<file path="config.mk">
export PLATFORM = sky130hd
export DESIGN_NAME = l1_dcache_top
export DESIGN_NICKNAME = d
export VERILOG_FILES = /design/src/common/l1_cache_pkg.sv /design/src/design/l1_dcache_top.sv /design/src/design/line_ctrl_stage.sv /design/src/design/lookup_stage.sv /design/src/design/data_array.sv /design/src/design/tag_state_array.sv
export SDC_FILE = /design/constraint.sdc
export NUM_CORES = 2
export LEC_CHECK = 0
export BUFFER_PORTS_ARGS = -buffer_cell sky130_fd_sc_hd__buf_4
export CAP_MARGIN = 20
export CORE_ASPECT_RATIO = 1.75
export CORE_MARGIN = 1.5
export CORE_UTILIZATION = 55
export DETAILED_ROUTE_END_ITERATION = 10
export GPL_ROUTABILITY_DRIVEN = 1
export HOLD_SLACK_MARGIN = 0.15
export PLACE_DENSITY = 0.8
export SLEW_MARGIN = 25
export SYNTH_ARGS = -nofsm -noshare
export SYNTH_HDL_FRONTEND = slang
export SYNTH_SLANG_ARGS = --single-unit
</file>
<file path="constraint.sdc">
create_clock -name clk -period 7.7 [get_ports clk]
set_input_delay 0.385 -clock clk [delete_from_list [all_inputs] [get_ports clk]]
set_output_delay 0.385 -clock clk [all_outputs]
set_load 0.05 [all_outputs]
</file>
<file path="src/common/l1_cache_pkg.sv">
// cache geometry, address field widths and the shared cache enums
`default_nettype none

package l1_cache_pkg;

    // ==================================================
    // address split and geometry
    // ==================================================
    localparam int ADDR_W   = 32;
    localparam int DATA_W   = 32;
    localparam int OFFSET_W = 2;
    localparam int INDEX_W  = 4;
    localparam int SETS     = 16;
    localparam int WAYS     = 2;
    // tag is whatever is left above index and byte offset
    localparam int TAG_W    = ADDR_W - INDEX_W - OFFSET_W;

    typedef logic [INDEX_W-1:0] index_t;
    typedef logic [TAG_W-1:0]   tag_t;
    typedef logic               way_t;
    typedef logic [DATA_W-1:0]  data_t;

    // ==================================================
    // enums
    // ==================================================
    // MESI without shared, same codes as the four-state version
    typedef enum logic [1:0] {
        line_invalid   = 2'b00,
        line_exclusive = 2'b10,
        line_modified  = 2'b11
    } line_state_e;

    typedef enum logic {
        op_read  = 1'b0,
        op_write = 1'b1
    } cpu_op_e;

    typedef enum logic {
        lv2_read  = 1'b0,
        lv2_write = 1'b1
    } lv2_op_e;

endpackage

`default_nettype wire
</file>
<file path="src/design/l1_dcache_top.sv">
// L1 data cache top: lookup stage, line controller, tag/state array and data array
`timescale 1ns/1ns
`default_nettype none

module l1_dcache_top
    import l1_cache_pkg::*;
(
    input  wire logic    clk,
    input  wire logic    arst_n,
    // cpu request and response
    input  wire logic    cpu_valid,
    output logic         cpu_ready,
    input  wire cpu_op_e cpu_op,
    input  wire logic [ADDR_W-1:0] cpu_addr,
    input  wire data_t   cpu_wdata,
    output logic         rsp_valid,
    output data_t        rsp_rdata,
    // level 2 request and response
    output logic         lv2_req_valid,
    input  wire logic    lv2_req_ready,
    output lv2_op_e      lv2_req_op,
    output logic [ADDR_W-1:0] lv2_addr,
    output data_t        lv2_wdata,
    input  wire logic    lv2_rsp_valid,
    input  wire data_t   lv2_rsp_rdata
);

    // lookup side of the tag array
    tag_t        lk_tags   [WAYS];
    line_state_e lk_states [WAYS];
    way_t        lk_lru;
    index_t      lk_arr_index;

    // controller side of the tag array
    tag_t        ct_tags   [WAYS];
    line_state_e ct_states [WAYS];
    index_t      ct_index;

    // stage handoff
    logic    lk_valid;
    logic    lk_ready;
    cpu_op_e lk_op;
    tag_t    lk_tag;
    index_t  lk_index;
    data_t   lk_wdata;
    logic    lk_hit;
    way_t    lk_way;

    // array write and read ports
    logic        tag_wr_en;
    way_t        tag_wr_way;
    tag_t        tag_wr_tag;
    line_state_e tag_wr_state;
    logic        lru_en;
    way_t        lru_way;
    logic        data_wr_en;
    way_t        data_wr_way;
    data_t       data_wr_data;
    index_t      data_rd_index;
    way_t        data_rd_way;
    data_t       data_rd_data;

    lookup_stage u_lookup (
        .clk       (clk),
        .arst_n    (arst_n),
        .cpu_valid (cpu_valid),
        .cpu_ready (cpu_ready),
        .cpu_op    (cpu_op),
        .cpu_addr  (cpu_addr),
        .cpu_wdata (cpu_wdata),
        .tags      (lk_tags),
        .states    (lk_states),
        .lru       (lk_lru),
        .index     (lk_arr_index),
        .lk_valid  (lk_valid),
        .lk_ready  (lk_ready),
        .lk_op     (lk_op),
        .lk_tag    (lk_tag),
        .lk_index  (lk_index),
        .lk_wdata  (lk_wdata),
        .lk_hit    (lk_hit),
        .lk_way    (lk_way)
    );

    line_ctrl_stage u_ctrl (
        .clk           (clk),
        .arst_n        (arst_n),
        .lk_valid      (lk_valid),
        .lk_ready      (lk_ready),
        .lk_op         (lk_op),
        .lk_tag        (lk_tag),
        .lk_index      (lk_index),
        .lk_wdata      (lk_wdata),
        .lk_hit        (lk_hit),
        .lk_way        (lk_way),
        .victim_tag    (ct_tags),
        .victim_state  (ct_states),
        .ct_index      (ct_index),
        .tag_wr_en     (tag_wr_en),
        .tag_wr_way    (tag_wr_way),
        .tag_wr_tag    (tag_wr_tag),
        .tag_wr_state  (tag_wr_state),
        .lru_en        (lru_en),
        .lru_way       (lru_way),
        .data_wr_en    (data_wr_en),
        .data_wr_way   (data_wr_way),
        .data_wr_data  (data_wr_data),
        .data_rd_index (data_rd_index),
        .data_rd_way   (data_rd_way),
        .data_rd_data  (data_rd_data),
        .rsp_valid     (rsp_valid),
        .rsp_rdata     (rsp_rdata),
        .lv2_req_valid (lv2_req_valid),
        .lv2_req_ready (lv2_req_ready),
        .lv2_req_op    (lv2_req_op),
        .lv2_addr      (lv2_addr),
        .lv2_wdata     (lv2_wdata),
        .lv2_rsp_valid (lv2_rsp_valid),
        .lv2_rsp_rdata (lv2_rsp_rdata)
    );

    tag_state_array u_tags (
        .clk       (clk),
        .arst_n    (arst_n),
        .lk_index  (lk_arr_index),
        .ct_index  (ct_index),
        .wr_en     (tag_wr_en),
        .wr_way    (tag_wr_way),
        .wr_tag    (tag_wr_tag),
        .wr_state  (tag_wr_state),
        .lru_en    (lru_en),
        .lru_way   (lru_way),
        .lk_tags   (lk_tags),
        .lk_states (lk_states),
        .lk_lru    (lk_lru),
        .ct_tags   (ct_tags),
        .ct_states (ct_states)
    );

    // writes always land on the set the controller holds
    data_array u_data (
        .clk      (clk),
        .wr_en    (data_wr_en),
        .wr_index (ct_index),
        .wr_way   (data_wr_way),
        .wr_data  (data_wr_data),
        .rd_index (data_rd_index),
        .rd_way   (data_rd_way),
        .rd_data  (data_rd_data)
    );

endmodule

`default_nettype wire

</file>
<file path="src/design/line_ctrl_stage.sv">
// line controller FSM: hit completion, victim writeback, line fill and install
`timescale 1ns/1ns
`default_nettype none

module line_ctrl_stage
    import l1_cache_pkg::*;
(
    input  wire logic        clk,
    input  wire logic        arst_n,
    // from the lookup stage
    input  wire logic        lk_valid,
    output logic             lk_ready,
    input  wire cpu_op_e     lk_op,
    input  wire tag_t        lk_tag,
    input  wire index_t      lk_index,
    input  wire data_t       lk_wdata,
    input  wire logic        lk_hit,
    input  wire way_t        lk_way,
    // tag array, controller port
    input  wire tag_t        victim_tag   [WAYS],
    input  wire line_state_e victim_state [WAYS],
    output index_t           ct_index,
    output logic             tag_wr_en,
    output way_t             tag_wr_way,
    output tag_t             tag_wr_tag,
    output line_state_e      tag_wr_state,
    output logic             lru_en,
    output way_t             lru_way,
    // data array
    output logic             data_wr_en,
    output way_t             data_wr_way,
    output data_t            data_wr_data,
    output index_t           data_rd_index,
    output way_t             data_rd_way,
    input  wire data_t       data_rd_data,
    // cpu response
    output logic             rsp_valid,
    output data_t            rsp_rdata,
    // level 2
    output logic             lv2_req_valid,
    input  wire logic        lv2_req_ready,
    output lv2_op_e          lv2_req_op,
    output logic [ADDR_W-1:0] lv2_addr,
    output data_t            lv2_wdata,
    input  wire logic        lv2_rsp_valid,
    input  wire data_t       lv2_rsp_rdata
);

    typedef enum logic [2:0] {
        st_idle,
        st_writeback,
        st_fill_req,
        st_fill_wait,
        st_update,
        st_respond
    } ctrl_state_e;

    ctrl_state_e state_q;
    ctrl_state_e state_d;

    // request held for the whole transaction
    cpu_op_e op_q;
    tag_t    tag_q;
    index_t  index_q;
    data_t   wdata_q;
    logic    hit_q;
    way_t    way_q;
    data_t   fill_q;

    logic    line_write;
    tag_t    req_tag;

    // ==================================================
    // state machine
    // ==================================================
    always_comb begin
        state_d = state_q;
        case (state_q)
            st_idle: begin
                if (lk_valid) begin
                    if (lk_hit) begin
                        state_d = st_update;
                    end else if (victim_state[lk_way] == line_modified) begin
                        state_d = st_writeback;
                    end else begin
                        state_d = st_fill_req;
                    end
                end
            end
            st_writeback: begin
                if (lv2_req_ready) begin
                    state_d = st_fill_req;
                end
            end
            st_fill_req: begin
                if (lv2_req_ready) begin
                    state_d = st_fill_wait;
                end
            end
            st_fill_wait: begin
                if (lv2_rsp_valid) begin
                    state_d = st_update;
                end
            end
            st_update:  state_d = st_respond;
            st_respond: state_d = st_idle;
            default:    state_d = st_idle;
        endcase
    end

    always_ff @(posedge clk or negedge arst_n) begin
        if (!arst_n) begin
            state_q <= st_idle;
        end else begin
            state_q <= state_d;
        end
    end

    always_ff @(posedge clk) begin
        if (state_q == st_idle && lk_valid) begin
            op_q    <= lk_op;
            tag_q   <= lk_tag;
            index_q <= lk_index;
            wdata_q <= lk_wdata;
            hit_q   <= lk_hit;
            way_q   <= lk_way;
        end
        if (state_q == st_fill_wait && lv2_rsp_valid) begin
            fill_q <= lv2_rsp_rdata;
        end
    end

    assign lk_ready = (state_q == st_idle);

    // victim state is checked at the incoming index while idle
    assign ct_index = (state_q == st_idle) ? lk_index : index_q;

    // ==================================================
    // array updates
    // ==================================================
    // read hits only touch LRU
    assign line_write = (state_q == st_update) && (op_q == op_write || !hit_q);

    assign tag_wr_en    = line_write;
    assign tag_wr_way   = way_q;
    assign tag_wr_tag   = tag_q;
    assign tag_wr_state = (op_q == op_write) ? line_modified : line_exclusive;
    assign lru_en       = (state_q == st_update);
    assign lru_way      = way_q;

    // write data replaces the filled word
    assign data_wr_en   = line_write;
    assign data_wr_way  = way_q;
    assign data_wr_data = (op_q == op_write) ? wdata_q : fill_q;

    assign data_rd_index = index_q;
    assign data_rd_way   = way_q;

    // array already holds the final word by respond
    assign rsp_valid = (state_q == st_respond);
    assign rsp_rdata = data_rd_data;

    // ==================================================
    // level 2 request
    // ==================================================
    assign req_tag       = (state_q == st_writeback) ? victim_tag[way_q] : tag_q;
    assign lv2_req_valid = (state_q == st_writeback) || (state_q == st_fill_req);
    assign lv2_req_op    = (state_q == st_writeback) ? lv2_write : lv2_read;
    assign lv2_addr      = {req_tag, index_q, {OFFSET_W{1'b0}}};
    assign lv2_wdata     = data_rd_data;

endmodule

`default_nettype wire

</file>
<file path="src/design/lookup_stage.sv">
// lookup stage: request register, tag compare, hit way and victim way select
`timescale 1ns/1ns
`default_nettype none

module lookup_stage
    import l1_cache_pkg::*;
(
    input  wire logic        clk,
    input  wire logic        arst_n,
    input  wire logic        cpu_valid,
    output logic             cpu_ready,
    input  wire cpu_op_e     cpu_op,
    input  wire logic [ADDR_W-1:0] cpu_addr,
    input  wire data_t       cpu_wdata,
    input  wire tag_t        tags   [WAYS],
    input  wire line_state_e states [WAYS],
    input  wire way_t        lru,
    output index_t           index,
    output logic             lk_valid,
    input  wire logic        lk_ready,
    output cpu_op_e          lk_op,
    output tag_t             lk_tag,
    output index_t           lk_index,
    output data_t            lk_wdata,
    output logic             lk_hit,
    output way_t             lk_way
);

    logic            full_q;
    cpu_op_e         op_q;
    tag_t            tag_q;
    index_t          index_q;
    data_t           wdata_q;
    logic [WAYS-1:0] way_hit;
    logic            accept;

    // free slot, or the held item leaves this cycle
    assign cpu_ready = !full_q || lk_ready;
    assign accept    = cpu_valid && cpu_ready;

    always_ff @(posedge clk or negedge arst_n) begin
        if (!arst_n) begin
            full_q <= 1'b0;
        end else if (accept) begin
            full_q <= 1'b1;
        end else if (lk_ready) begin
            full_q <= 1'b0;
        end
    end

    always_ff @(posedge clk) begin
        if (accept) begin
            op_q    <= cpu_op;
            tag_q   <= cpu_addr[ADDR_W-1 -: TAG_W];
            index_q <= cpu_addr[OFFSET_W +: INDEX_W];
            wdata_q <= cpu_wdata;
        end
    end

    // ==================================================
    // compare against the array as it is now
    // ==================================================
    always_comb begin
        for (int w = 0; w < WAYS; w++) begin
            way_hit[w] = (states[w] != line_invalid) && (tags[w] == tag_q);
        end
    end

    // hit way first, then lowest invalid way, then the way not used last
    always_comb begin
        lk_hit = |way_hit;
        lk_way = ~lru;
        for (int w = WAYS - 1; w >= 0; w--) begin
            if (states[w] == line_invalid) begin
                lk_way = way_t'(w);
            end
        end
        for (int w = WAYS - 1; w >= 0; w--) begin
            if (way_hit[w]) begin
                lk_way = way_t'(w);
            end
        end
    end

    assign index    = index_q;
    assign lk_valid = full_q;
    assign lk_op    = op_q;
    assign lk_tag   = tag_q;
    assign lk_index = index_q;
    assign lk_wdata = wdata_q;

endmodule

`default_nettype wire

</file>
<file path="src/design/data_array.sv">
// data word storage, one write port and one asynchronous read port
`timescale 1ns/1ns
`default_nettype none

module data_array
    import l1_cache_pkg::*;
(
    input  wire logic   clk,
    input  wire logic   wr_en,
    input  wire index_t wr_index,
    input  wire way_t   wr_way,
    input  wire data_t  wr_data,
    input  wire index_t rd_index,
    input  wire way_t   rd_way,
    output data_t       rd_data
);

    // one word per line
    data_t mem [WAYS][SETS];

    always_ff @(posedge clk) begin
        if (wr_en) begin
            mem[wr_way][wr_index] <= wr_data;
        end
    end

    // hit read or victim word, never both at once
    assign rd_data = mem[rd_way][rd_index];

endmodule

`default_nettype wire

</file>
<file path="src/design/tag_state_array.sv">
// tag, line state and LRU storage with a lookup read port and a controller port
`timescale 1ns/1ns
`default_nettype none

module tag_state_array
    import l1_cache_pkg::*;
(
    input  wire logic        clk,
    input  wire logic        arst_n,
    input  wire index_t      lk_index,
    input  wire index_t      ct_index,
    input  wire logic        wr_en,
    input  wire way_t        wr_way,
    input  wire tag_t        wr_tag,
    input  wire line_state_e wr_state,
    input  wire logic        lru_en,
    input  wire way_t        lru_way,
    output tag_t             lk_tags   [WAYS],
    output line_state_e      lk_states [WAYS],
    output way_t             lk_lru,
    output tag_t             ct_tags   [WAYS],
    output line_state_e      ct_states [WAYS]
);

    tag_t        tags   [WAYS][SETS];
    line_state_e states [WAYS][SETS];
    // holds the way used last in each set
    way_t        lru    [SETS];

    always_ff @(posedge clk) begin
        if (wr_en) begin
            tags[wr_way][ct_index] <= wr_tag;
        end
    end

    // all lines start invalid
    always_ff @(posedge clk or negedge arst_n) begin
        if (!arst_n) begin
            for (int s = 0; s < SETS; s++) begin
                lru[s] <= 1'b0;
                for (int w = 0; w < WAYS; w++) begin
                    states[w][s] <= line_invalid;
                end
            end
        end else begin
            if (wr_en) begin
                states[wr_way][ct_index] <= wr_state;
            end
            if (lru_en) begin
                lru[ct_index] <= lru_way;
            end
        end
    end

    // asynchronous reads on both ports
    always_comb begin
        for (int w = 0; w < WAYS; w++) begin
            lk_tags[w]   = tags[w][lk_index];
            lk_states[w] = states[w][lk_index];
            ct_tags[w]   = tags[w][ct_index];
            ct_states[w] = states[w][ct_index];
        end
    end

    assign lk_lru = lru[lk_index];

endmodule

`default_nettype wire

</file>
==> impl_results.rst <==
.. list-table::
   :header-rows: 1

   * - Metric
     - Value
   * - Outcome
     - finished clean
   * - Post-detailed-route via-to-cell ratio
     - 7.11
   * - Min-Delay Path Class
     - input pin to register
   * - CTS tree
     - built
   * - CTS clk-pin slew, worst paths
     - 0.07 ns
   * - Vias post-DR
     - 48170
   * - Net count reported at finish
     - 4659
   * - Area of combinational cells with multiple inputs
     - 0.0241 mm2
   * - Worst Hold Slack
     - 0.253 ns
   * - Per-instance average area after synthesis
     - 20.6 um2
   * - Avg WL per Cell
     - 36.5 um
   * - Placed wire-length estimate after detailed placement
     - 132000 um
   * - Most numerous cell on the critical path
     - sky130_fd_sc_hd__buf_4
   * - Number of flops mapped to enable cells by yosys
     - 2016
   * - Setup repair after global routing missed its margin
     - false
   * - Max-cap violation count
     - 0
   * - Maximum vdd drop
     - 0.320 mV
   * - Number of register bits inferred by synthesis
     - 2101
   * - Final Setup Violations
     - 0
   * - Inst Count DP
     - 6329
   * - Master of the slowest instance on the critical path
     - sky130_fd_sc_hd__buf_4
   * - Area added between synthesis and finish
     - 12.8%
   * - TNS Setup
     - 0 ns
   * - Largest cells by area after synthesis
     - sky130_fd_sc_hd__edfxtp_1, sky130_fd_sc_hd__mux4_2, sky130_fd_sc_hd__dfrtp_1
   * - First-pass GRT wire length
     - 351000 um
   * - Antenna violations before repair
     - 9
   * - Maximum net fanout on the critical path
     - 52
   * - Required @ worst endpoint
     - 7.32 ns
   * - Ratio of total power to cell area
     - 321 mW/mm2
   * - Distinct cells, synth
     - 78
   * - Global Route Usage Sum
     - 0.307
   * - Buffers inserted during post-CTS setup optimization
     - 0
   * - Crit share post-route
     - 0.735
   * - Most used flip-flop cell after synthesis
     - sky130_fd_sc_hd__edfxtp_1
   * - WL final
     - 247000 um
   * - Resized cells post-CTS
     - 0
   * - CP Class
     - register to output port
   * - Area of the core
     - 0.159 mm2
   * - Clock Skew
     - 0.0446 ns
   * - Clock period minus final worst setup slack
     - 5.66 ns
   * - Number of H-tree levels
     - 4
   * - Row count
     - 194
   * - Sequential fraction of the synthesis area
     - 0.712
   * - Pre-CTS WS
     - 2.51 ns
   * - Gpl congestion
     - 0.909
   * - Critical Path End Type
     - output port
   * - Leakage power
     - 32.0 nW
   * - Cell Chain, Critical Path
     - nor3_2 -> buf_4 -> mux2i_4 -> buf_4 -> buf_4 -> mux4_2 -> nand2_1 -> and3_1 -> a311oi_1 -> a31oi_1 -> a21oi_1 -> buf_4
   * - DR iter-0 viols
     - 7302
   * - Fmax
     - 177 MHz
   * - Max_slew headroom
     - 0.202
   * - Number of design rule violations left after detail routing
     - 0
   * - Count of input and output buffers
     - 197
   * - Most frequently used cell type in the post-synthesis netlist
     - sky130_fd_sc_hd__edfxtp_1
   * - Clock Path Buffers
     - 3
   * - First-pass detailed-route iteration total
     - 6
   * - TritonCTS Buffers
     - 181
   * - Mapped Cells
     - 4261
   * - Combined area of all synthesized cells
     - 0.0879 mm2
   * - Cell type group with the largest total delay on the critical path
     - buffers and inverters
   * - Die Ht
     - 532 um
   * - Critical Path AT
     - 5.28 ns
   * - Antenna-violating nets left
     - 0
   * - Sequential cell area in the final layout
     - 0.0627 mm2
   * - Ports
     - 202
   * - Top cells by count, synth
     - sky130_fd_sc_hd__edfxtp_1, sky130_fd_sc_hd__mux4_2, sky130_fd_sc_hd__nand2_1
   * - Count of non-filler cells in the finished layout
     - 6776
   * - Maximum number of pins on one net before global-route repair
     - 143
   * - Area of the die
     - 0.162 mm2
   * - Final setup slack of the worst path
     - 2.04 ns
   * - Total congestion overflow after global routing
     - 0
   * - Root Driver
     - sky130_fd_sc_hd__clkbuf_16
   * - Fraction of post-synthesis cell area in the top cell type by area
     - 0.688
   * - Final number of hold-violating endpoints
     - 0
   * - Number of pins exceeding their max-slew limit in the final report
     - 0
   * - Largest area contributor in the netlist
     - sky130_fd_sc_hd__edfxtp_1
   * - Initial standard-cell utilization of the core
     - 0.552
   * - Clock latency on the worst-skew pair
     - 0.85 ns
   * - Fraction of final layout cells sized beyond drive strength 1
     - 0.318
   * - Yosys synthesis warning count
     - 0
   * - Actual slew at the worst max-slew pin
     - 1.20 ns
   * - Via count of the first global-routing pass
     - 49448
   * - Die span in x
     - 305 um
   * - Fillers
     - 10334
   * - Kind of start point of the critical path
     - register
   * - # clock sinks
     - 2101
   * - Buffering stage count on the worst path with inverters included
     - 4
   * - Worst setup slack for register-to-register paths
     - 2.42 ns
   * - Async set-reset flop share out of synthesis
     - 0.0400
   * - Critical Path Max Stage Delay
     - 0.71 ns
-- worst paths after layout --
kind,start,end,cells past startpoint
max in group asynchronous,arst_n,u_tags.lru[12],3
worst min register to register,u_lookup.lk_wdata[19],u_ctrl.wdata_q[19],0
worst min-delay path,lv2_rsp_rdata[8],u_ctrl.fill_q[8],2
worst max-delay path,u_ctrl.state_q[2],lv2_addr[21],12
min in group asynchronous,arst_n,u_tags.lru[11],3
worst max register to register,u_ctrl.state_q[2],u_tags.states[58],9
-- routing by layer --
layer  GRT usage  wire (um)  up-vias
li1            -          -    18439
met1       0.375      80100    24856
met2       0.508     124000     4025
met3      0.0598      26300      846
met4       0.188      16900        4
met5           0         27        -
-- report_power, final --
part / total, mW / switching [mW] / internal (mW)
clock network: 9.33 / 4.26 / 5.08
registers: 14.0 / 0.465 / 13.5
logic: 8.52 / 5.20 / 3.32
-- worst reg2reg max path, stage by stage, from the launching register on --
cell and delay (ns):
sky130_fd_sc_hd__dfrtp_1 0.54, sky130_fd_sc_hd__nor3_2 0.23, sky130_fd_sc_hd__buf_4 0.30, sky130_fd_sc_hd__mux2_2 0.71
sky130_fd_sc_hd__nor2_1 0.55, sky130_fd_sc_hd__nand2_1 0.37, sky130_fd_sc_hd__nor2_4 0.77, sky130_fd_sc_hd__buf_4 0.50
sky130_fd_sc_hd__buf_4 0.75, sky130_fd_sc_hd__mux2_2 0.45
-- cell usage in the layout (no fill, tap or decap), drive strengths merged, types with 8 or more instances in the layout --
master / n
inv: 11
buf: 309
mux2: 106
mux4: 737
nand4: 12
dlygate4sd3: 101
nor2b: 8
and3: 35
o22ai: 11
a31oi: 33
or2: 36
edfxtp: 2016
nor3: 17
nor4: 10
bufinv: 19
xnor2: 46
clkinv: 85
clkinvlp: 8
nand2: 266
nand3: 101
dfrtp: 84
a21oi: 43
clkbuf: 222
or3: 10
o21ai: 55
mux2i: 93
nor2: 87
a311oi: 38
a211oi: 10
xor2: 19
nand2b: 13
-- repair_timing --
action                                 4_1_cts  5_1_grt
setup endpoints to repair                    0        0
endpoints found under the hold margin      189        0
hold buffers                               101        0
-- sequential cells by signal, indices dropped and copies added (netlist names), 3 cells and up, named ones only --
register              count
u_lookup.lk_tag          26
u_tags.lru               16
u_ctrl.tag_wr_tag        26
u_ctrl.wdata_q           32
u_lookup.index            4
u_ctrl.data_rd_index      4
u_lookup.lk_wdata        32
u_tags.states            64
u_tags.tags             832
u_ctrl.state_q            3
u_ctrl.fill_q            32
u_data.mem             1024
-- kinds of logic (layout without fill, tap and decap cells) --
group / after synthesis / after routing / share of synthesized area
muxes: 936 / 936 / 0.213
other: 1 / 7 / 0.0000426
AOI/OAI and AO/OA: 232 / 232 / 0.0175
DFF: 2101 / 2101 / 0.712
xor gates and xnor gates: 65 / 65 / 0.00656
buffers and inverters: 304 / 755 / 0.0168
and+or+nand+nor: 622 / 622 / 0.0333
-- per-stage QoR --
step / util / instance area, um2 / power [mW]
floorplan: - / 87900 / 20.1
global placement: 0.577 / 91900 / 22.5
detailed placement: 0.579 / 92100 / 22.6
CTS: 0.623 / 99200 / 31.9
global route: 0.623 / 99200 / 32.7
finish: 0.623 / 99200 / 31.9
-- layout make-up --
cell class | count | share of cell area
multi-input cells | 1857 | 0.243
diodes | 5 | 0.000126
flip-flops and latches | 2101 | 0.631
repair buffers | 410 | 0.0381
well taps | 2058 | 0.0259
clock buffers | 222 | 0.0477
clock inverters | 117 | 0.0134
inverters | 6 | 0.000227
No activity file was read; power rests on OpenSTA's default activity.
